<file path="config.mk">
export PLATFORM = sky130hd
export DESIGN_NAME = aluart_top
export DESIGN_NICKNAME = d
export VERILOG_FILES = /design/src/design/uart_pkg.sv /design/src/design/alu_pkg.sv /design/src/design/uart_rx.sv /design/src/design/uart_tx.sv /design/src/design/alu.sv /design/src/design/alu_frame_ctrl.sv /design/src/design/aluart_top.sv
export VERILOG_INCLUDE_DIRS = /design/src /design/src/design
export SDC_FILE = /design/constraint.sdc
export NUM_CORES = 1
export LEC_CHECK = 0
export BUFFER_PORTS_ARGS = -buffer_cell sky130_fd_sc_hd__buf_2
export CORE_ASPECT_RATIO = 1.1
export CORE_MARGIN = 3
export CORE_UTILIZATION = 40
export DETAILED_ROUTE_END_ITERATION = 10
export GPL_ROUTABILITY_DRIVEN = 0
export RECOVER_POWER = 100
export SETUP_SLACK_MARGIN = 0.05
export SLEW_MARGIN = 20
export SYNTH_ARGS = -nofsm -noshare
export SYNTH_HDL_FRONTEND = slang
export SYNTH_SLANG_ARGS = --single-unit
</file>
<file path="constraint.sdc">
create_clock -name i_clock -period 5.8 [get_ports i_clock]
set_input_delay 0.58 -clock i_clock [delete_from_list [all_inputs] [get_ports i_clock]]
set_output_delay 0.58 -clock i_clock [all_outputs]
set_load 0.01 [all_outputs]
</file>
<file path="src/design/aluart_consts.svh">
`ifndef ALUART_CONSTS_SVH
`define ALUART_CONSTS_SVH

////////////////////////////////////////////////////////////////////////////
// Serial line framing.
////////////////////////////////////////////////////////////////////////////

// Data bits per UART byte, also the ALU operand width.
`define ALUART_DATA_BITS 8

// Clock cycles per serial bit.
`define ALUART_CLOCKS_PER_BIT 16

// Stop bits per frame.
`define ALUART_STOP_BITS 1

`endif

</file>
<file path="src/design/uart_pkg.sv">
`default_nettype none

`include "aluart_consts.svh"

package uart_pkg;

    // One byte as carried on the serial line.
    typedef struct packed {
        logic [`ALUART_DATA_BITS-1:0] data;
    } uart_byte_t;

    // Receiver states.
    typedef enum logic [1:0] {
        RX_IDLE,
        RX_START,
        RX_DATA,
        RX_STOP
    } rx_state_e;

    // Transmitter states.
    typedef enum logic [1:0] {
        TX_IDLE,
        TX_START,
        TX_DATA,
        TX_STOP
    } tx_state_e;

endpackage

`default_nettype wire

</file>
<file path="src/design/alu_pkg.sv">
`default_nettype none

`include "aluart_consts.svh"

package alu_pkg;

    // Opcodes as sent by the host.
    typedef enum logic [7:0] {
        ALU_OP_SRL = 8'h02,
        ALU_OP_SRA = 8'h03,
        ALU_OP_ADD = 8'h20,
        ALU_OP_SUB = 8'h22,
        ALU_OP_AND = 8'h24,
        ALU_OP_OR  = 8'h25,
        ALU_OP_XOR = 8'h26,
        ALU_OP_NOR = 8'h27
    } alu_op_e;

    // One request, in the order the bytes arrive.
    typedef struct packed {
        logic [`ALUART_DATA_BITS-1:0] a;
        alu_op_e                      op;
        logic [`ALUART_DATA_BITS-1:0] b;
    } alu_request_t;

    typedef struct packed {
        logic [`ALUART_DATA_BITS-1:0] value;
    } alu_result_t;

    // Frame controller states.
    typedef enum logic [2:0] {
        FRAME_WAIT_A,
        FRAME_WAIT_OP,
        FRAME_WAIT_B,
        FRAME_COMPUTE,
        FRAME_SEND,
        FRAME_SENDING
    } frame_state_e;

endpackage

`default_nettype wire

</file>
<file path="src/design/uart_rx.sv">
`default_nettype none
`timescale 1ns/100ps

`include "aluart_consts.svh"

module uart_rx (
    input  wire logic           i_clock,
    input  wire logic           i_reset,
    input  wire logic           i_rx,
    output uart_pkg::uart_byte_t o_byte,
    output logic                o_valid
);

    localparam int unsigned CPB     = `ALUART_CLOCKS_PER_BIT;
    localparam int unsigned DB      = `ALUART_DATA_BITS;
    localparam int unsigned COUNT_W = $clog2(CPB);
    localparam int unsigned BIT_W   = $clog2(DB);

    localparam logic [COUNT_W-1:0] HALF_LAST = COUNT_W'(CPB / 2 - 1);
    localparam logic [COUNT_W-1:0] BIT_LAST  = COUNT_W'(CPB - 1);
    localparam logic [BIT_W-1:0]   DATA_LAST = BIT_W'(DB - 1);

    logic [1:0]          sync_q;
    logic                rx_bit;
    uart_pkg::rx_state_e state_q;
    logic [COUNT_W-1:0]  count_q;
    logic [BIT_W-1:0]    bit_q;
    logic [DB-1:0]       shift_q;

    ////////////////////////////////////////////////////////////////////////////
    // Input synchronizer.
    ////////////////////////////////////////////////////////////////////////////

    // Idle line is high.
    always_ff @(posedge i_clock) begin
        if (!i_reset) begin
            sync_q <= 2'b11;
        end else begin
            sync_q <= {sync_q[0], i_rx};
        end
    end

    assign rx_bit = sync_q[1];

    ////////////////////////////////////////////////////////////////////////////
    // Bit timing and framing.
    ////////////////////////////////////////////////////////////////////////////

    always_ff @(posedge i_clock) begin
        if (!i_reset) begin
            state_q <= uart_pkg::RX_IDLE;
            count_q <= '0;
            bit_q   <= '0;
            o_valid <= 1'b0;
        end else begin
            o_valid <= 1'b0;
            case (state_q)
                uart_pkg::RX_IDLE: begin
                    count_q <= '0;
                    if (!rx_bit) begin
                        state_q <= uart_pkg::RX_START;
                    end
                end
                uart_pkg::RX_START: begin
                    // Recheck the line at half a bit; a short glitch is dropped.
                    if (count_q == HALF_LAST) begin
                        count_q <= '0;
                        bit_q   <= '0;
                        state_q <= rx_bit ? uart_pkg::RX_IDLE : uart_pkg::RX_DATA;
                    end else begin
                        count_q <= count_q + 1'b1;
                    end
                end
                uart_pkg::RX_DATA: begin
                    if (count_q == BIT_LAST) begin
                        count_q <= '0;
                        if (bit_q == DATA_LAST) begin
                            state_q <= uart_pkg::RX_STOP;
                        end else begin
                            bit_q <= bit_q + 1'b1;
                        end
                    end else begin
                        count_q <= count_q + 1'b1;
                    end
                end
                uart_pkg::RX_STOP: begin
                    if (count_q == BIT_LAST) begin
                        // Byte is only passed on with a good stop bit.
                        o_valid <= rx_bit;
                        state_q <= uart_pkg::RX_IDLE;
                    end else begin
                        count_q <= count_q + 1'b1;
                    end
                end
                default: begin
                    state_q <= uart_pkg::RX_IDLE;
                end
            endcase
        end
    end

    // Data arrives LSB first.
    always_ff @(posedge i_clock) begin
        if (state_q == uart_pkg::RX_DATA && count_q == BIT_LAST) begin
            shift_q <= {rx_bit, shift_q[DB-1:1]};
        end
    end

    assign o_byte.data = shift_q;

endmodule

`default_nettype wire

</file>
<file path="src/design/uart_tx.sv">
`default_nettype none
`timescale 1ns/100ps

`include "aluart_consts.svh"

module uart_tx (
    input  wire logic                 i_clock,
    input  wire logic                 i_reset,
    input  wire uart_pkg::uart_byte_t i_byte,
    input  wire logic                 i_valid,
    output logic                      o_ready,
    output logic                      o_tx
);

    localparam int unsigned CPB     = `ALUART_CLOCKS_PER_BIT;
    localparam int unsigned DB      = `ALUART_DATA_BITS;
    localparam int unsigned COUNT_W = $clog2(CPB * `ALUART_STOP_BITS);
    localparam int unsigned BIT_W   = $clog2(DB);

    localparam logic [COUNT_W-1:0] BIT_LAST  = COUNT_W'(CPB - 1);
    localparam logic [COUNT_W-1:0] STOP_LAST = COUNT_W'(CPB * `ALUART_STOP_BITS - 1);
    localparam logic [BIT_W-1:0]   DATA_LAST = BIT_W'(DB - 1);

    uart_pkg::tx_state_e state_q;
    logic [COUNT_W-1:0]  count_q;
    logic [BIT_W-1:0]    bit_q;
    logic [DB-1:0]       shift_q;
    logic                tx_q;
    logic                accept;

    assign o_ready = (state_q == uart_pkg::TX_IDLE);
    assign accept  = o_ready && i_valid;
    assign o_tx    = tx_q;

    // Line level is registered, so the start bit begins the cycle after accept.
    always_ff @(posedge i_clock) begin
        if (!i_reset) begin
            state_q <= uart_pkg::TX_IDLE;
            count_q <= '0;
            bit_q   <= '0;
            tx_q    <= 1'b1;
        end else begin
            case (state_q)
                uart_pkg::TX_IDLE: begin
                    count_q <= '0;
                    bit_q   <= '0;
                    if (accept) begin
                        tx_q    <= 1'b0;
                        state_q <= uart_pkg::TX_START;
                    end
                end
                uart_pkg::TX_START: begin
                    if (count_q == BIT_LAST) begin
                        count_q <= '0;
                        tx_q    <= shift_q[0];
                        state_q <= uart_pkg::TX_DATA;
                    end else begin
                        count_q <= count_q + 1'b1;
                    end
                end
                uart_pkg::TX_DATA: begin
                    if (count_q == BIT_LAST) begin
                        count_q <= '0;
                        if (bit_q == DATA_LAST) begin
                            tx_q    <= 1'b1;
                            state_q <= uart_pkg::TX_STOP;
                        end else begin
                            // Next bit is already in position 1 before the shift.
                            tx_q  <= shift_q[1];
                            bit_q <= bit_q + 1'b1;
                        end
                    end else begin
                        count_q <= count_q + 1'b1;
                    end
                end
                uart_pkg::TX_STOP: begin
                    if (count_q == STOP_LAST) begin
                        state_q <= uart_pkg::TX_IDLE;
                    end else begin
                        count_q <= count_q + 1'b1;
                    end
                end
                default: begin
                    state_q <= uart_pkg::TX_IDLE;
                end
            endcase
        end
    end

    always_ff @(posedge i_clock) begin
        if (accept) begin
            shift_q <= i_byte.data;
        end else if (state_q == uart_pkg::TX_DATA && count_q == BIT_LAST) begin
            shift_q <= {1'b0, shift_q[DB-1:1]};
        end
    end

endmodule

`default_nettype wire

</file>
<file path="src/design/alu.sv">
`default_nettype none
`timescale 1ns/100ps

module alu (
    input  wire logic                  i_clock,
    input  wire logic                  i_reset,
    input  wire alu_pkg::alu_request_t i_req,
    input  wire logic                  i_req_valid,
    output logic                       o_req_ready,
    output alu_pkg::alu_result_t       o_res,
    output logic                       o_res_valid,
    input  wire logic                  i_res_ready
);

    alu_pkg::alu_result_t result;
    alu_pkg::alu_result_t res_q;
    logic                 res_valid_q;
    logic                 accept;

    ////////////////////////////////////////////////////////////////////////////
    // Operation select.
    ////////////////////////////////////////////////////////////////////////////

    always_comb begin
        case (i_req.op)
            alu_pkg::ALU_OP_ADD: result.value = i_req.a + i_req.b;
            alu_pkg::ALU_OP_SUB: result.value = i_req.a - i_req.b;
            alu_pkg::ALU_OP_AND: result.value = i_req.a & i_req.b;
            alu_pkg::ALU_OP_OR:  result.value = i_req.a | i_req.b;
            alu_pkg::ALU_OP_XOR: result.value = i_req.a ^ i_req.b;
            alu_pkg::ALU_OP_NOR: result.value = ~(i_req.a | i_req.b);
            // Shift amount is the low three bits of B.
            alu_pkg::ALU_OP_SRL: result.value = i_req.a >> i_req.b[2:0];
            alu_pkg::ALU_OP_SRA: result.value = $signed(i_req.a) >>> i_req.b[2:0];
            default:             result.value = '0;
        endcase
    end

    ////////////////////////////////////////////////////////////////////////////
    // One-entry output stage.
    ////////////////////////////////////////////////////////////////////////////

    // Free when empty or draining this cycle.
    assign o_req_ready = !res_valid_q || i_res_ready;
    assign accept      = i_req_valid && o_req_ready;

    always_ff @(posedge i_clock) begin
        if (!i_reset) begin
            res_valid_q <= 1'b0;
        end else if (accept) begin
            res_valid_q <= 1'b1;
        end else if (i_res_ready) begin
            res_valid_q <= 1'b0;
        end
    end

    always_ff @(posedge i_clock) begin
        if (accept) begin
            res_q <= result;
        end
    end

    assign o_res       = res_q;
    assign o_res_valid = res_valid_q;

endmodule

`default_nettype wire

</file>
<file path="src/design/alu_frame_ctrl.sv">
`default_nettype none
`timescale 1ns/100ps

module alu_frame_ctrl (
    input  wire logic                 i_clock,
    input  wire logic                 i_reset,
    input  wire uart_pkg::uart_byte_t i_rx_byte,
    input  wire logic                 i_rx_valid,
    output alu_pkg::alu_request_t     o_alu_req,
    output logic                      o_alu_req_valid,
    input  wire logic                 i_alu_req_ready,
    input  wire alu_pkg::alu_result_t i_alu_res,
    input  wire logic                 i_alu_res_valid,
    output logic                      o_alu_res_ready,
    output uart_pkg::uart_byte_t      o_tx_byte,
    output logic                      o_tx_valid,
    input  wire logic                 i_tx_ready
);

    alu_pkg::frame_state_e state_q;
    alu_pkg::alu_request_t req_q;
    alu_pkg::alu_result_t  res_q;
    logic                  req_sent_q;

    ////////////////////////////////////////////////////////////////////////////
    // Handshake outputs, decoded from the state.
    ////////////////////////////////////////////////////////////////////////////

    assign o_alu_req_valid = (state_q == alu_pkg::FRAME_COMPUTE) && !req_sent_q;
    assign o_alu_res_ready = (state_q == alu_pkg::FRAME_COMPUTE);
    assign o_tx_valid      = (state_q == alu_pkg::FRAME_SEND);

    assign o_alu_req      = req_q;
    assign o_tx_byte.data = res_q.value;

    ////////////////////////////////////////////////////////////////////////////
    // Frame sequencing.
    ////////////////////////////////////////////////////////////////////////////

    always_ff @(posedge i_clock) begin
        if (!i_reset) begin
            state_q    <= alu_pkg::FRAME_WAIT_A;
            req_sent_q <= 1'b0;
        end else begin
            case (state_q)
                alu_pkg::FRAME_WAIT_A: begin
                    if (i_rx_valid) begin
                        state_q <= alu_pkg::FRAME_WAIT_OP;
                    end
                end
                alu_pkg::FRAME_WAIT_OP: begin
                    if (i_rx_valid) begin
                        state_q <= alu_pkg::FRAME_WAIT_B;
                    end
                end
                alu_pkg::FRAME_WAIT_B: begin
                    if (i_rx_valid) begin
                        req_sent_q <= 1'b0;
                        state_q    <= alu_pkg::FRAME_COMPUTE;
                    end
                end
                alu_pkg::FRAME_COMPUTE: begin
                    // Request goes out once, then wait for the result.
                    if (o_alu_req_valid && i_alu_req_ready) begin
                        req_sent_q <= 1'b1;
                    end
                    if (i_alu_res_valid) begin
                        state_q <= alu_pkg::FRAME_SEND;
                    end
                end
                alu_pkg::FRAME_SEND: begin
                    if (i_tx_ready) begin
                        state_q <= alu_pkg::FRAME_SENDING;
                    end
                end
                alu_pkg::FRAME_SENDING: begin
                    // Ready comes back high only at the end of the stop bit.
                    if (i_tx_ready) begin
                        state_q <= alu_pkg::FRAME_WAIT_A;
                    end
                end
                default: begin
                    state_q <= alu_pkg::FRAME_WAIT_A;
                end
            endcase
        end
    end

    // Operand and result capture.
    always_ff @(posedge i_clock) begin
        if (i_rx_valid && state_q == alu_pkg::FRAME_WAIT_A) begin
            req_q.a <= i_rx_byte.data;
        end
        if (i_rx_valid && state_q == alu_pkg::FRAME_WAIT_OP) begin
            req_q.op <= alu_pkg::alu_op_e'(i_rx_byte.data);
        end
        if (i_rx_valid && state_q == alu_pkg::FRAME_WAIT_B) begin
            req_q.b <= i_rx_byte.data;
        end
        if (i_alu_res_valid && o_alu_res_ready) begin
            res_q <= i_alu_res;
        end
    end

endmodule

`default_nettype wire

</file>
<file path="src/design/aluart_top.sv">
`default_nettype none
`timescale 1ns/100ps

module aluart_top (
    input  wire logic i_clock,
    input  wire logic i_reset,
    input  wire logic i_rx,
    output logic      o_tx
);

    uart_pkg::uart_byte_t  rx_byte;
    logic                  rx_valid;
    alu_pkg::alu_request_t alu_req;
    logic                  alu_req_valid;
    logic                  alu_req_ready;
    alu_pkg::alu_result_t  alu_res;
    logic                  alu_res_valid;
    logic                  alu_res_ready;
    uart_pkg::uart_byte_t  tx_byte;
    logic                  tx_valid;
    logic                  tx_ready;

    uart_rx uart_rx_i (
        .i_clock (i_clock),
        .i_reset (i_reset),
        .i_rx    (i_rx),
        .o_byte  (rx_byte),
        .o_valid (rx_valid)
    );

    alu_frame_ctrl alu_frame_ctrl_i (
        .i_clock         (i_clock),
        .i_reset         (i_reset),
        .i_rx_byte       (rx_byte),
        .i_rx_valid      (rx_valid),
        .o_alu_req       (alu_req),
        .o_alu_req_valid (alu_req_valid),
        .i_alu_req_ready (alu_req_ready),
        .i_alu_res       (alu_res),
        .i_alu_res_valid (alu_res_valid),
        .o_alu_res_ready (alu_res_ready),
        .o_tx_byte       (tx_byte),
        .o_tx_valid      (tx_valid),
        .i_tx_ready      (tx_ready)
    );

    alu alu_i (
        .i_clock     (i_clock),
        .i_reset     (i_reset),
        .i_req       (alu_req),
        .i_req_valid (alu_req_valid),
        .o_req_ready (alu_req_ready),
        .o_res       (alu_res),
        .o_res_valid (alu_res_valid),
        .i_res_ready (alu_res_ready)
    );

    uart_tx uart_tx_i (
        .i_clock (i_clock),
        .i_reset (i_reset),
        .i_byte  (tx_byte),
        .i_valid (tx_valid),
        .o_ready (tx_ready),
        .o_tx    (o_tx)
    );

endmodule

`default_nettype wire

</file>
==> results.json, run 1 <==
{
  "gr-total-overflow": 0,
  "async_reset_ff_share_pct": 0,
  "min_path_cells": 1,
  "power.density_nw_per_um2": 246,
  "holdCritStartpoint": "uart_rx_i.sync_q[0]$_SDFF_PN1_",
  "setup_ws_ns": 2.29,
  "switching_share_pct": 20.7,
  "ctsLongestPathBuffers": 2,
  "dp_slack_ns": 2.32,
  "viasPerCell": 5.42,
  "antenna_left": 0,
  "hold_viol": 0,
  "syn_area_per_cell_um2": 10.3,
  "status": "complete, no violations",
  "cp.required_ns": 5.88,
  "reg2reg_slack_ns": 2.29,
  "rsz0062_at_grt": "no",
  "synthesis.area_um2": 4630,
  "cts_tree": "yes",
  "layout_common_cells": "edfxtp_1 (56), nor2_1 (40), nand2_1 (38)",
  "cap_violations": 0,
  "placed_cells": 580,
  "reg2reg_from": "alu_frame_ctrl_i.o_alu_req[8]$_DFFE_PP_",
  "drcViolationCount": 0,
  "worstReg2RegEnd": "alu_i.o_res[6]$_DFFE_PP_",
  "wl_per_cell_um": 14.7,
  "maxSlewViolCount": 0,
  "crit_type": "reg2reg",
  "insertion_delay_ns": 0.34,
  "ys_seq_elements": 83,
  "synth.distinct_cells": 58,
  "drtIter0Drc": 251,
  "clkSlewWorstSetupHoldPaths_ns": 0.06,
  "p_comb_share_pct": 3.3,
  "area_growth_pct": 8.67,
  "num_vias": 3231,
  "period_needed_ns": 3.51,
  "final_cell_count_no_fill": 596,
  "irDropWorstVdd_mv": 0.234,
  "core_um2": 11100,
  "cts.sinks": 83,
  "p_switching_uw": 256,
  "leakagePower_nw": 1.87,
  "max_stage_delay_ns": 0.75,
  "reg2reg_depth": 9,
  "hp-class": "reg2reg",
  "die_y_um": 119,
  "start_kind": "flip-flop",
  "layout_commonest_cell": "edfxtp_1",
  "critPathMaxFanout": 28,
  "syn_nets": 487,
  "cts_root_buffer": "clkbuf_16",
  "grt_usage_pct": 14.6,
  "ys_seq_area_share_pct": 48.0,
  "skew_ns": 0.0111,
  "diodes": 0,
  "cp-end-kind": "flip-flop",
  "ctsResizeCount": 0,
  "cts_setup_buffers": 0,
  "totalWireLength_um": 8750,
  "tns_ns": 0,
  "grt_max_degree": 29,
  "rows": 40,
  "final-setup-viol-count": 0,
  "drt_pass1_iterations": 6,
  "synth_edf_count": 56,
  "critPathBufInv": 0,
  "clkPwrFrac_pct": 45.4,
  "cts_buffers": 9,
  "antenna_found_initial": 0,
  "p_seq_share_pct": 51.3,
  "crit_arrival_ns": 3.59,
  "fin_crit_sh_pct": 60.5,
  "grt_pass1_vias": 2992,
  "slowest_stage": "edfxtp_1",
  "path_cells": "nor3b_1 -> and3_1 -> mux2_1 -> fa_1 -> nand2b_1 -> a21oi_1 -> o21ai_0 -> nor4bb_1 -> or3_1",
  "io_buffers": 3,
  "whs_endpoint": "uart_rx_i.sync_q[1]$_SDFF_PN1_",
  "tightest_slew_ns": 0.892,
  "initial_core_util_pct": 41.7,
  "intPower_uw": 980,
  "clock.fmax_mhz": 285,
  "layout.nets": 483,
  "relSlewSlack_pct": 40.5,
  "ys_warn_count": 0,
  "htree_levels": 3,
  "layout-drive-gt1-share_pct": 7.80,
  "fp.dieW_um": 109,
  "die_area_um2": 12900,
  "hpwl_um": 6300,
  "netlist_instances": 448,
  "grt_pass1_wl_um": 14900,
  "pin_count": 4,
  "path_delay_family": "simple AND/OR/NAND/NOR gates",
  "cts_hold_buffers": 0,
  "power_mw": 1.24,
  "ys.flop_type": "edfxtp_1"
}
[how the worst max path moves through the flow]
stage / cells past startpoint / startpoint / slack (ns) / to
floorplan: 10 / alu_frame_ctrl_i.o_alu_req[0]$_DFFE_PP_ / 2.90 / alu_i.o_res[6]$_DFFE_PP_
global placement: 9 / alu_frame_ctrl_i.o_alu_req[8]$_DFFE_PP_ / 2.45 / alu_i.o_res[6]$_DFFE_PP_
detailed placement: 9 / alu_frame_ctrl_i.o_alu_req[8]$_DFFE_PP_ / 2.32 / alu_i.o_res[6]$_DFFE_PP_
CTS: 9 / alu_frame_ctrl_i.o_alu_req[8]$_DFFE_PP_ / 2.33 / alu_i.o_res[6]$_DFFE_PP_
global route: 9 / alu_frame_ctrl_i.o_alu_req[8]$_DFFE_PP_ / 2.17 / alu_i.o_res[6]$_DFFE_PP_
finish: 9 / alu_frame_ctrl_i.o_alu_req[8]$_DFFE_PP_ / 2.29 / alu_i.o_res[6]$_DFFE_PP_
[per-layer routing]
layer	GRT usage (%)	vias up	part of all wire [%]
met4	6.08	0	2.2
met3	3.96	12	3.0
met2	21.6	49	47
li1	-	1631	-
met5	0	-	0
met1	20.3	1539	48
[through the flow]
stage	hold slack (ns)	cell area, um^2	utilization, %
floorplan	0.386	4630	-
finish	0.404	5030	45.3
global placement	0.389	4750	42.8
detailed placement	0.391	4750	42.8
global route	0.417	5030	45.3
CTS	0.406	5050	45.4
[power groups by stage]
stage | Sequential (mW) | Combinational [mW] | Clock (mW)
global placement | 0.646 | 0.0401 | 0
CTS | 0.634 | 0.0415 | 0.579
floorplan | 0.645 | 0.0310 | 0
global route | 0.634 | 0.0464 | 0.607
finish | 0.634 | 0.0412 | 0.561
detailed placement | 0.646 | 0.0410 | 0
[kinds of logic (layout without fill, tap and decap cells)]
kind of cell    Yosys count  after routing  share of synthesized area, %
flops                    83             83                          48.0
compound gates          106            106                          14.6
simple gates            137            137                          14.6
xor+xnor                 10             10                          1.89
buf+inv                  49             50                          4.46
mux                      27             27                          6.54
fa+ha+maj                36             36                          9.89
[sequential cells by signal, summed over array words and instances, names as in the netlist, named ones only]
name                         count
uart_tx_i.bit_q                  3
alu_frame_ctrl_i.state_q         3
uart_rx_i.bit_q                  3
alu_i.o_res_valid                1
uart_rx_i.sync_q                 2
alu_frame_ctrl_i.req_sent_q      1
uart_rx_i.o_byte                 8
alu_i.o_res                      8
uart_tx_i.shift_q                8
uart_rx_i.o_valid                1
uart_tx_i.o_tx                   1
uart_rx_i.state_q                1
uart_rx_i.count_q                4
uart_tx_i.count_q                4
uart_tx_i.state_q                2
alu_frame_ctrl_i.o_alu_req      24
alu_frame_ctrl_i.o_tx_byte       8
[final cells by class]
type,count,area [um^2]
clock inverters,5,62.6
inverters,28,105
multi-input cells,316,2200
repair buffers,6,23.8
fillers,1032,6080
flip-flops and latches,83,2220
well taps,147,184
clock buffers,11,233
[Yosys cell counts (4+ instances only)]
| cell | count | area [um^2] |
|---|---|---|
| edfxtp_1 | 56 | 1680 |
| nor2_1 | 40 | 150 |
| nand2_1 | 38 | 143 |
| ha_1 | 35 | 438 |
| a21oi_1 | 34 | 170 |
| dfxtp_1 | 27 | 541 |
| inv_1 | 27 | 101 |
| o21ai_0 | 19 | 95.1 |
| mux2_2 | 16 | 180 |
| clkbuf_1 | 13 | 48.8 |
| mux2i_1 | 10 | 100 |
| nand3_1 | 9 | 45.0 |
| nand2b_1 | 8 | 50.1 |
| nor3_1 | 8 | 40.0 |
| xnor2_1 | 8 | 70.1 |
| a211oi_1 | 7 | 52.6 |
| a31oi_1 | 7 | 43.8 |
| and3_1 | 7 | 43.8 |
| buf_2 | 6 | 30.0 |
| nor3b_1 | 5 | 37.5 |
| o22ai_1 | 5 | 31.3 |
| nor2b_1 | 4 | 25.0 |
Power figures use the tool's default switching activity.
==> run 2, diff against run 1 <==
- clock period: 5.8 -> 3.4 ns (I/O delays scaled with it)
==> results.json, run 2 (synthesis results as in run 1) <==
{
  "rows": 40,
  "cts_root_buffer": "clkbuf_16",
  "htree_levels": 3,
  "cp.required_ns": 3.48,
  "drt_pass1_iterations": 4,
  "antenna_left": 0,
  "fp.dieW_um": 109,
  "clock.fmax_mhz": 331,
  "final-setup-viol-count": 0,
  "status": "complete, no violations",
  "cts.sinks": 83,
  "die_area_um2": 12900,
  "layout.nets": 488,
  "wl_per_cell_um": 15.0,
  "grt_usage_pct": 14.9,
  "hold_viol": 0,
  "slowest_stage": "fa_1",
  "reg2reg_slack_ns": 0.38,
  "layout_commonest_cell": "edfxtp_1",
  "crit_arrival_ns": 3.11,
  "reg2reg_depth": 9,
  "skew_ns": 0.00742,
  "drcViolationCount": 0,
  "ctsLongestPathBuffers": 2,
  "setup_ws_ns": 0.378,
  "totalWireLength_um": 9030,
  "crit_type": "reg2reg",
  "cts_buffers": 9,
  "reg2reg_from": "alu_frame_ctrl_i.o_alu_req[11]$_DFFE_PP_",
  "io_buffers": 3,
  "antenna_found_initial": 0,
  "num-fill-cells": 1070,
  "start_kind": "flip-flop",
  "hp-class": "in2reg",
  "critPathLaunch": "alu_frame_ctrl_i.o_alu_req[11]$_DFFE_PP_",
  "dp_slack_ns": 0.410,
  "clkSlewWorstSetupHoldPaths_ns": 0.06,
  "worstReg2RegEnd": "alu_i.o_res[6]$_DFFE_PP_",
  "diodes": 0,
  "core_um2": 11100,
  "die_y_um": 119,
  "pin_count": 4,
  "viasPerCell": 5.43,
  "num_vias": 3263,
  "tightest_slew_ns": 1.07,
  "tns_ns": 0,
  "cap_violations": 0,
  "cts_hold_buffers": 0,
  "fin_crit_sh_pct": 88.9,
  "maxSlewViolCount": 0,
  "rsz0062_at_grt": "no",
  "power.density_nw_per_um2": 440,
  "largest_register_ffs": 24,
  "irDropWorstVdd_mv": 0.372,
  "cts_tree": "yes",
  "initial_core_util_pct": 41.7,
  "gr-total-overflow": 0,
  "cts_setup_buffers": 0,
  "grt_max_degree": 28,
  "period_needed_ns": 3.02,
  "grt_pass1_wl_um": 15300,
  "layout-drive-gt1-share_pct": 8.37,
  "leakagePower_nw": 1.92,
  "endpoint": "alu_i.o_res[6]$_DFFE_PP_",
  "layout_common_cells": "edfxtp_1 (56), nor2_1 (40), nand2_1 (38)",
  "drtIter0Drc": 162,
  "grt_pass1_vias": 3141,
  "relSlewSlack_pct": 28.6,
  "area_growth_pct": 10.3,
  "cp-end-kind": "flip-flop",
  "path_cells": "nor4_4 -> and3_1 -> mux2_1 -> fa_1 -> nand2b_1 -> a21oi_1 -> o21ai_0 -> nor4bb_1 -> or3_1",
  "critPathMaxFanout": 5,
  "max_stage_delay_ns": 0.45,
  "hpwl_um": 6310,
  "ctsResizeCount": 0,
  "insertion_delay_ns": 0.34
}
## run 2: cell count changes in the layout (fill, tap and decap cells not counted)
cell and change:
buf_4 +4, clkinv_1 +1, clkinvlp_4 -2, bufinv_16 +2, clkbuf_1 +1, inv_6 -1
## run 2: routing by layer
metal  global-route usage [%]  share of wire (%)
met1                     19.6                 48
met4                     5.13                1.3
met5                        0                  0
met3                     3.20                3.2
met2                     24.0                 48
## run 2: critical path, delay by kind of cell, from the launching register on
kind            cells  cell delay [ns]
simple gates        5             1.22
fa+ha+maj           1             0.45
flops               1             0.41
mux                 1             0.38
compound gates      2             0.30
## run 2: where the power goes
| part | switching (mW) | internal [mW] |
|---|---|---|
| Combinational | 0.0419 | 0.0266 |
| Clock | 0.379 | 0.717 |
| Sequential | 0.00906 | 1.07 |
## run 2: worst min-delay path by stage
stage	depth (start not counted)	slack, ns	end	from
3_5_place_dp	1	0.40	uart_rx_i.sync_q[1]$_SDFF_PN1_	uart_rx_i.sync_q[0]$_SDFF_PN1_
4_1_cts	2	0.18	uart_rx_i.sync_q[0]$_SDFF_PN1_	i_rx
6_report	2	0.19	uart_rx_i.sync_q[0]$_SDFF_PN1_	i_rx
3_3_place_gp	1	0.39	uart_rx_i.sync_q[1]$_SDFF_PN1_	uart_rx_i.sync_q[0]$_SDFF_PN1_
2_1_floorplan	1	0.39	uart_rx_i.sync_q[1]$_SDFF_PN1_	uart_rx_i.sync_q[0]$_SDFF_PN1_
5_1_grt	2	0.18	uart_rx_i.sync_q[0]$_SDFF_PN1_	i_rx
## run 2: final cells by class
| class | instances | area, um^2 | share of cell area (%) |
|---|---|---|---|
| clock buffers | 11 | 233 | 4.56 |
| clock inverters | 5 | 103 | 2.01 |
| inverters | 28 | 105 | 2.06 |
| multi-input cells | 316 | 2200 | 43.1 |
| flip-flops and latches | 83 | 2220 | 43.5 |
| well taps | 147 | 184 | 3.60 |
| repair buffers | 11 | 57.6 | 1.13 |
## run 2: through the flow
| stage | instance area, um^2 | std cells | utilization (%) | power, mW | hold WS [ns] |
|---|---|---|---|---|---|
| after floorplan | 4630 | 448 | - | 1.15 | 0.386 |
| after global placement | 4790 | 585 | 43.1 | 1.17 | 0.391 |
| after detailed placement | 4790 | 585 | 43.1 | 1.17 | 0.403 |
| after CTS | 5120 | 601 | 46.1 | 2.27 | 0.177 |
| after global routing | 5110 | 601 | 46.0 | 2.32 | 0.184 |
| final | 5110 | 601 | 46.0 | 2.25 | 0.187 |
==> run 3, diff against run 2 <==
- CORE_UTILIZATION: 40 -> 45
- MAX_ROUTING_LAYER: default -> met4
- SLEW_MARGIN: 20 -> default
==> results.json, run 3 (synthesis results as in run 1) <==
{
  "status": "complete, no violations",
  "grt_max_degree": 28,
  "fin_crit_sh_pct": 88.1,
  "reg2reg_from": "alu_frame_ctrl_i.o_alu_req[11]$_DFFE_PP_",
  "power_mw": 1.85,
  "core_um2": 9940,
  "drcViolationCount": 0,
  "relSlewSlack_pct": 30.0,
  "irDropWorstVdd_mv": 0.269,
  "final_util_pct": 49.8,
  "maxSlewViolCount": 0,
  "leakagePower_nw": 1.87,
  "skew_ns": 0.00985,
  "placed_cells": 558,
  "rows": 38,
  "layout.nets": 488,
  "layout_common_cells": "edfxtp_1 (56), nor2_1 (40), nand2_1 (38)",
  "cp.required_ns": 3.49,
  "cts_buffers": 9,
  "dp_slack_ns": 0.440,
  "crit_type": "reg2reg",
  "gr-total-overflow": 0,
  "grt_pass1_vias": 3040,
  "crit_arrival_ns": 3.08,
  "critPathLaunch": "alu_frame_ctrl_i.o_alu_req[11]$_DFFE_PP_",
  "finalInstanceArea_um2": 4940,
  "totalWireLength_um": 8710,
  "area_growth_pct": 6.78,
  "io_buffers": 3,
  "viasPerCell": 5.64,
  "hpwl_um": 6350,
  "ctsResizeCount": 0,
  "place_area_um2": 4750,
  "die_area_um2": 11500,
  "cts_root_buffer": "clkbuf_8",
  "tns_ns": 0,
  "pin_count": 4,
  "slowest_stage": "fa_1",
  "setup_ws_ns": 0.404,
  "grt_usage_pct": 16.6,
  "holdCritStartpoint": "i_rx",
  "diodes": 0,
  "cp-end-kind": "flip-flop",
  "holdWs_ns": 0.174,
  "die_y_um": 112,
  "drtIter0Drc": 238,
  "htree_levels": 3,
  "num_vias": 3240,
  "max_stage_delay_ns": 0.44,
  "period_needed_ns": 3.00,
  "hp-class": "in2reg",
  "antenna_found_initial": 0,
  "ctsLongestPathBuffers": 2,
  "clock.fmax_mhz": 334,
  "power.density_nw_per_um2": 375,
  "cts_setup_buffers": 0,
  "cts.sinks": 83,
  "final_cell_count_no_fill": 574,
  "clkSlewWorstSetupHoldPaths_ns": 0.08,
  "cts_tree": "yes",
  "initial_core_util_pct": 46.6,
  "final-setup-viol-count": 0,
  "drt_pass1_iterations": 4,
  "wl_per_cell_um": 15.2,
  "path_cells": "nor4_4 -> and3_1 -> mux2_2 -> fa_1 -> nand2b_1 -> a21oi_1 -> o21ai_0 -> nor4bb_1 -> or3_1",
  "cap_violations": 0,
  "fp.dieW_um": 103,
  "largest_register_ffs": 24,
  "start_kind": "flip-flop",
  "tightest_slew_ns": 1.05,
  "insertion_delay_ns": 0.34,
  "antenna_left": 0,
  "critPathMaxFanout": 5,
  "cts_hold_buffers": 0,
  "rsz0062_at_grt": "no",
  "hold_viol": 0,
  "layout_commonest_cell": "edfxtp_1",
  "layout-drive-gt1-share_pct": 9.03,
  "grt_pass1_wl_um": 14700
}
-- run 3: changes by cell type in the layout (fill, tap and decap cells not counted), sizes merged --
cell	previous run	this run
bufinv	3	0
clkbuf	17	19
clkinv	3	4
-- run 3: final timing paths --
kind                                         end  slack (ns)  cells after the start
setup / recovery        alu_i.o_res[6]$_DFFE_PP_        0.40                      9
hold / removal    uart_rx_i.sync_q[0]$_SDFF_PN1_        0.17                      2
hold reg to reg   uart_rx_i.sync_q[1]$_SDFF_PN1_        0.41                      1
setup reg to reg        alu_i.o_res[6]$_DFFE_PP_        0.40                      9
-- run 3: final cells by class --
cell class	count	area [um^2]
flip-flops and latches	83	2220
multi-input cells	316	2200
clock buffers	13	190
inverters	28	105
well taps	120	150
fillers	878	4990
repair buffers	11	57.6
clock inverters	3	17.5
-- run 3: critical path: cells and delay by family, from the launching register on --
kind                     cells  cell delay, ns
AND/OR/NAND/NOR              5            1.24
adder cells (fa/ha/maj)      1            0.44
flip-flops                   1            0.41
multiplexers                 1            0.38
AO/OA/AOI/OAI                2            0.28
-- run 3: power by group --
part / total [mW] / internal (mW) / switching (mW)
sequential: 1.08 / 1.07 / 0.00840
clock: 0.705 / 0.368 / 0.337
combinational: 0.0701 / 0.0266 / 0.0435
total: 1.85 / 1.47 / 0.389
-- run 3: layer usage --
layer	track usage [%]	vias up	part of all wire (%)
met5	-	-	0
met1	22.4	1533	47
li1	-	1641	-
met4	5.16	0	1.5
met2	25.5	54	47
met3	2.98	12	4.1
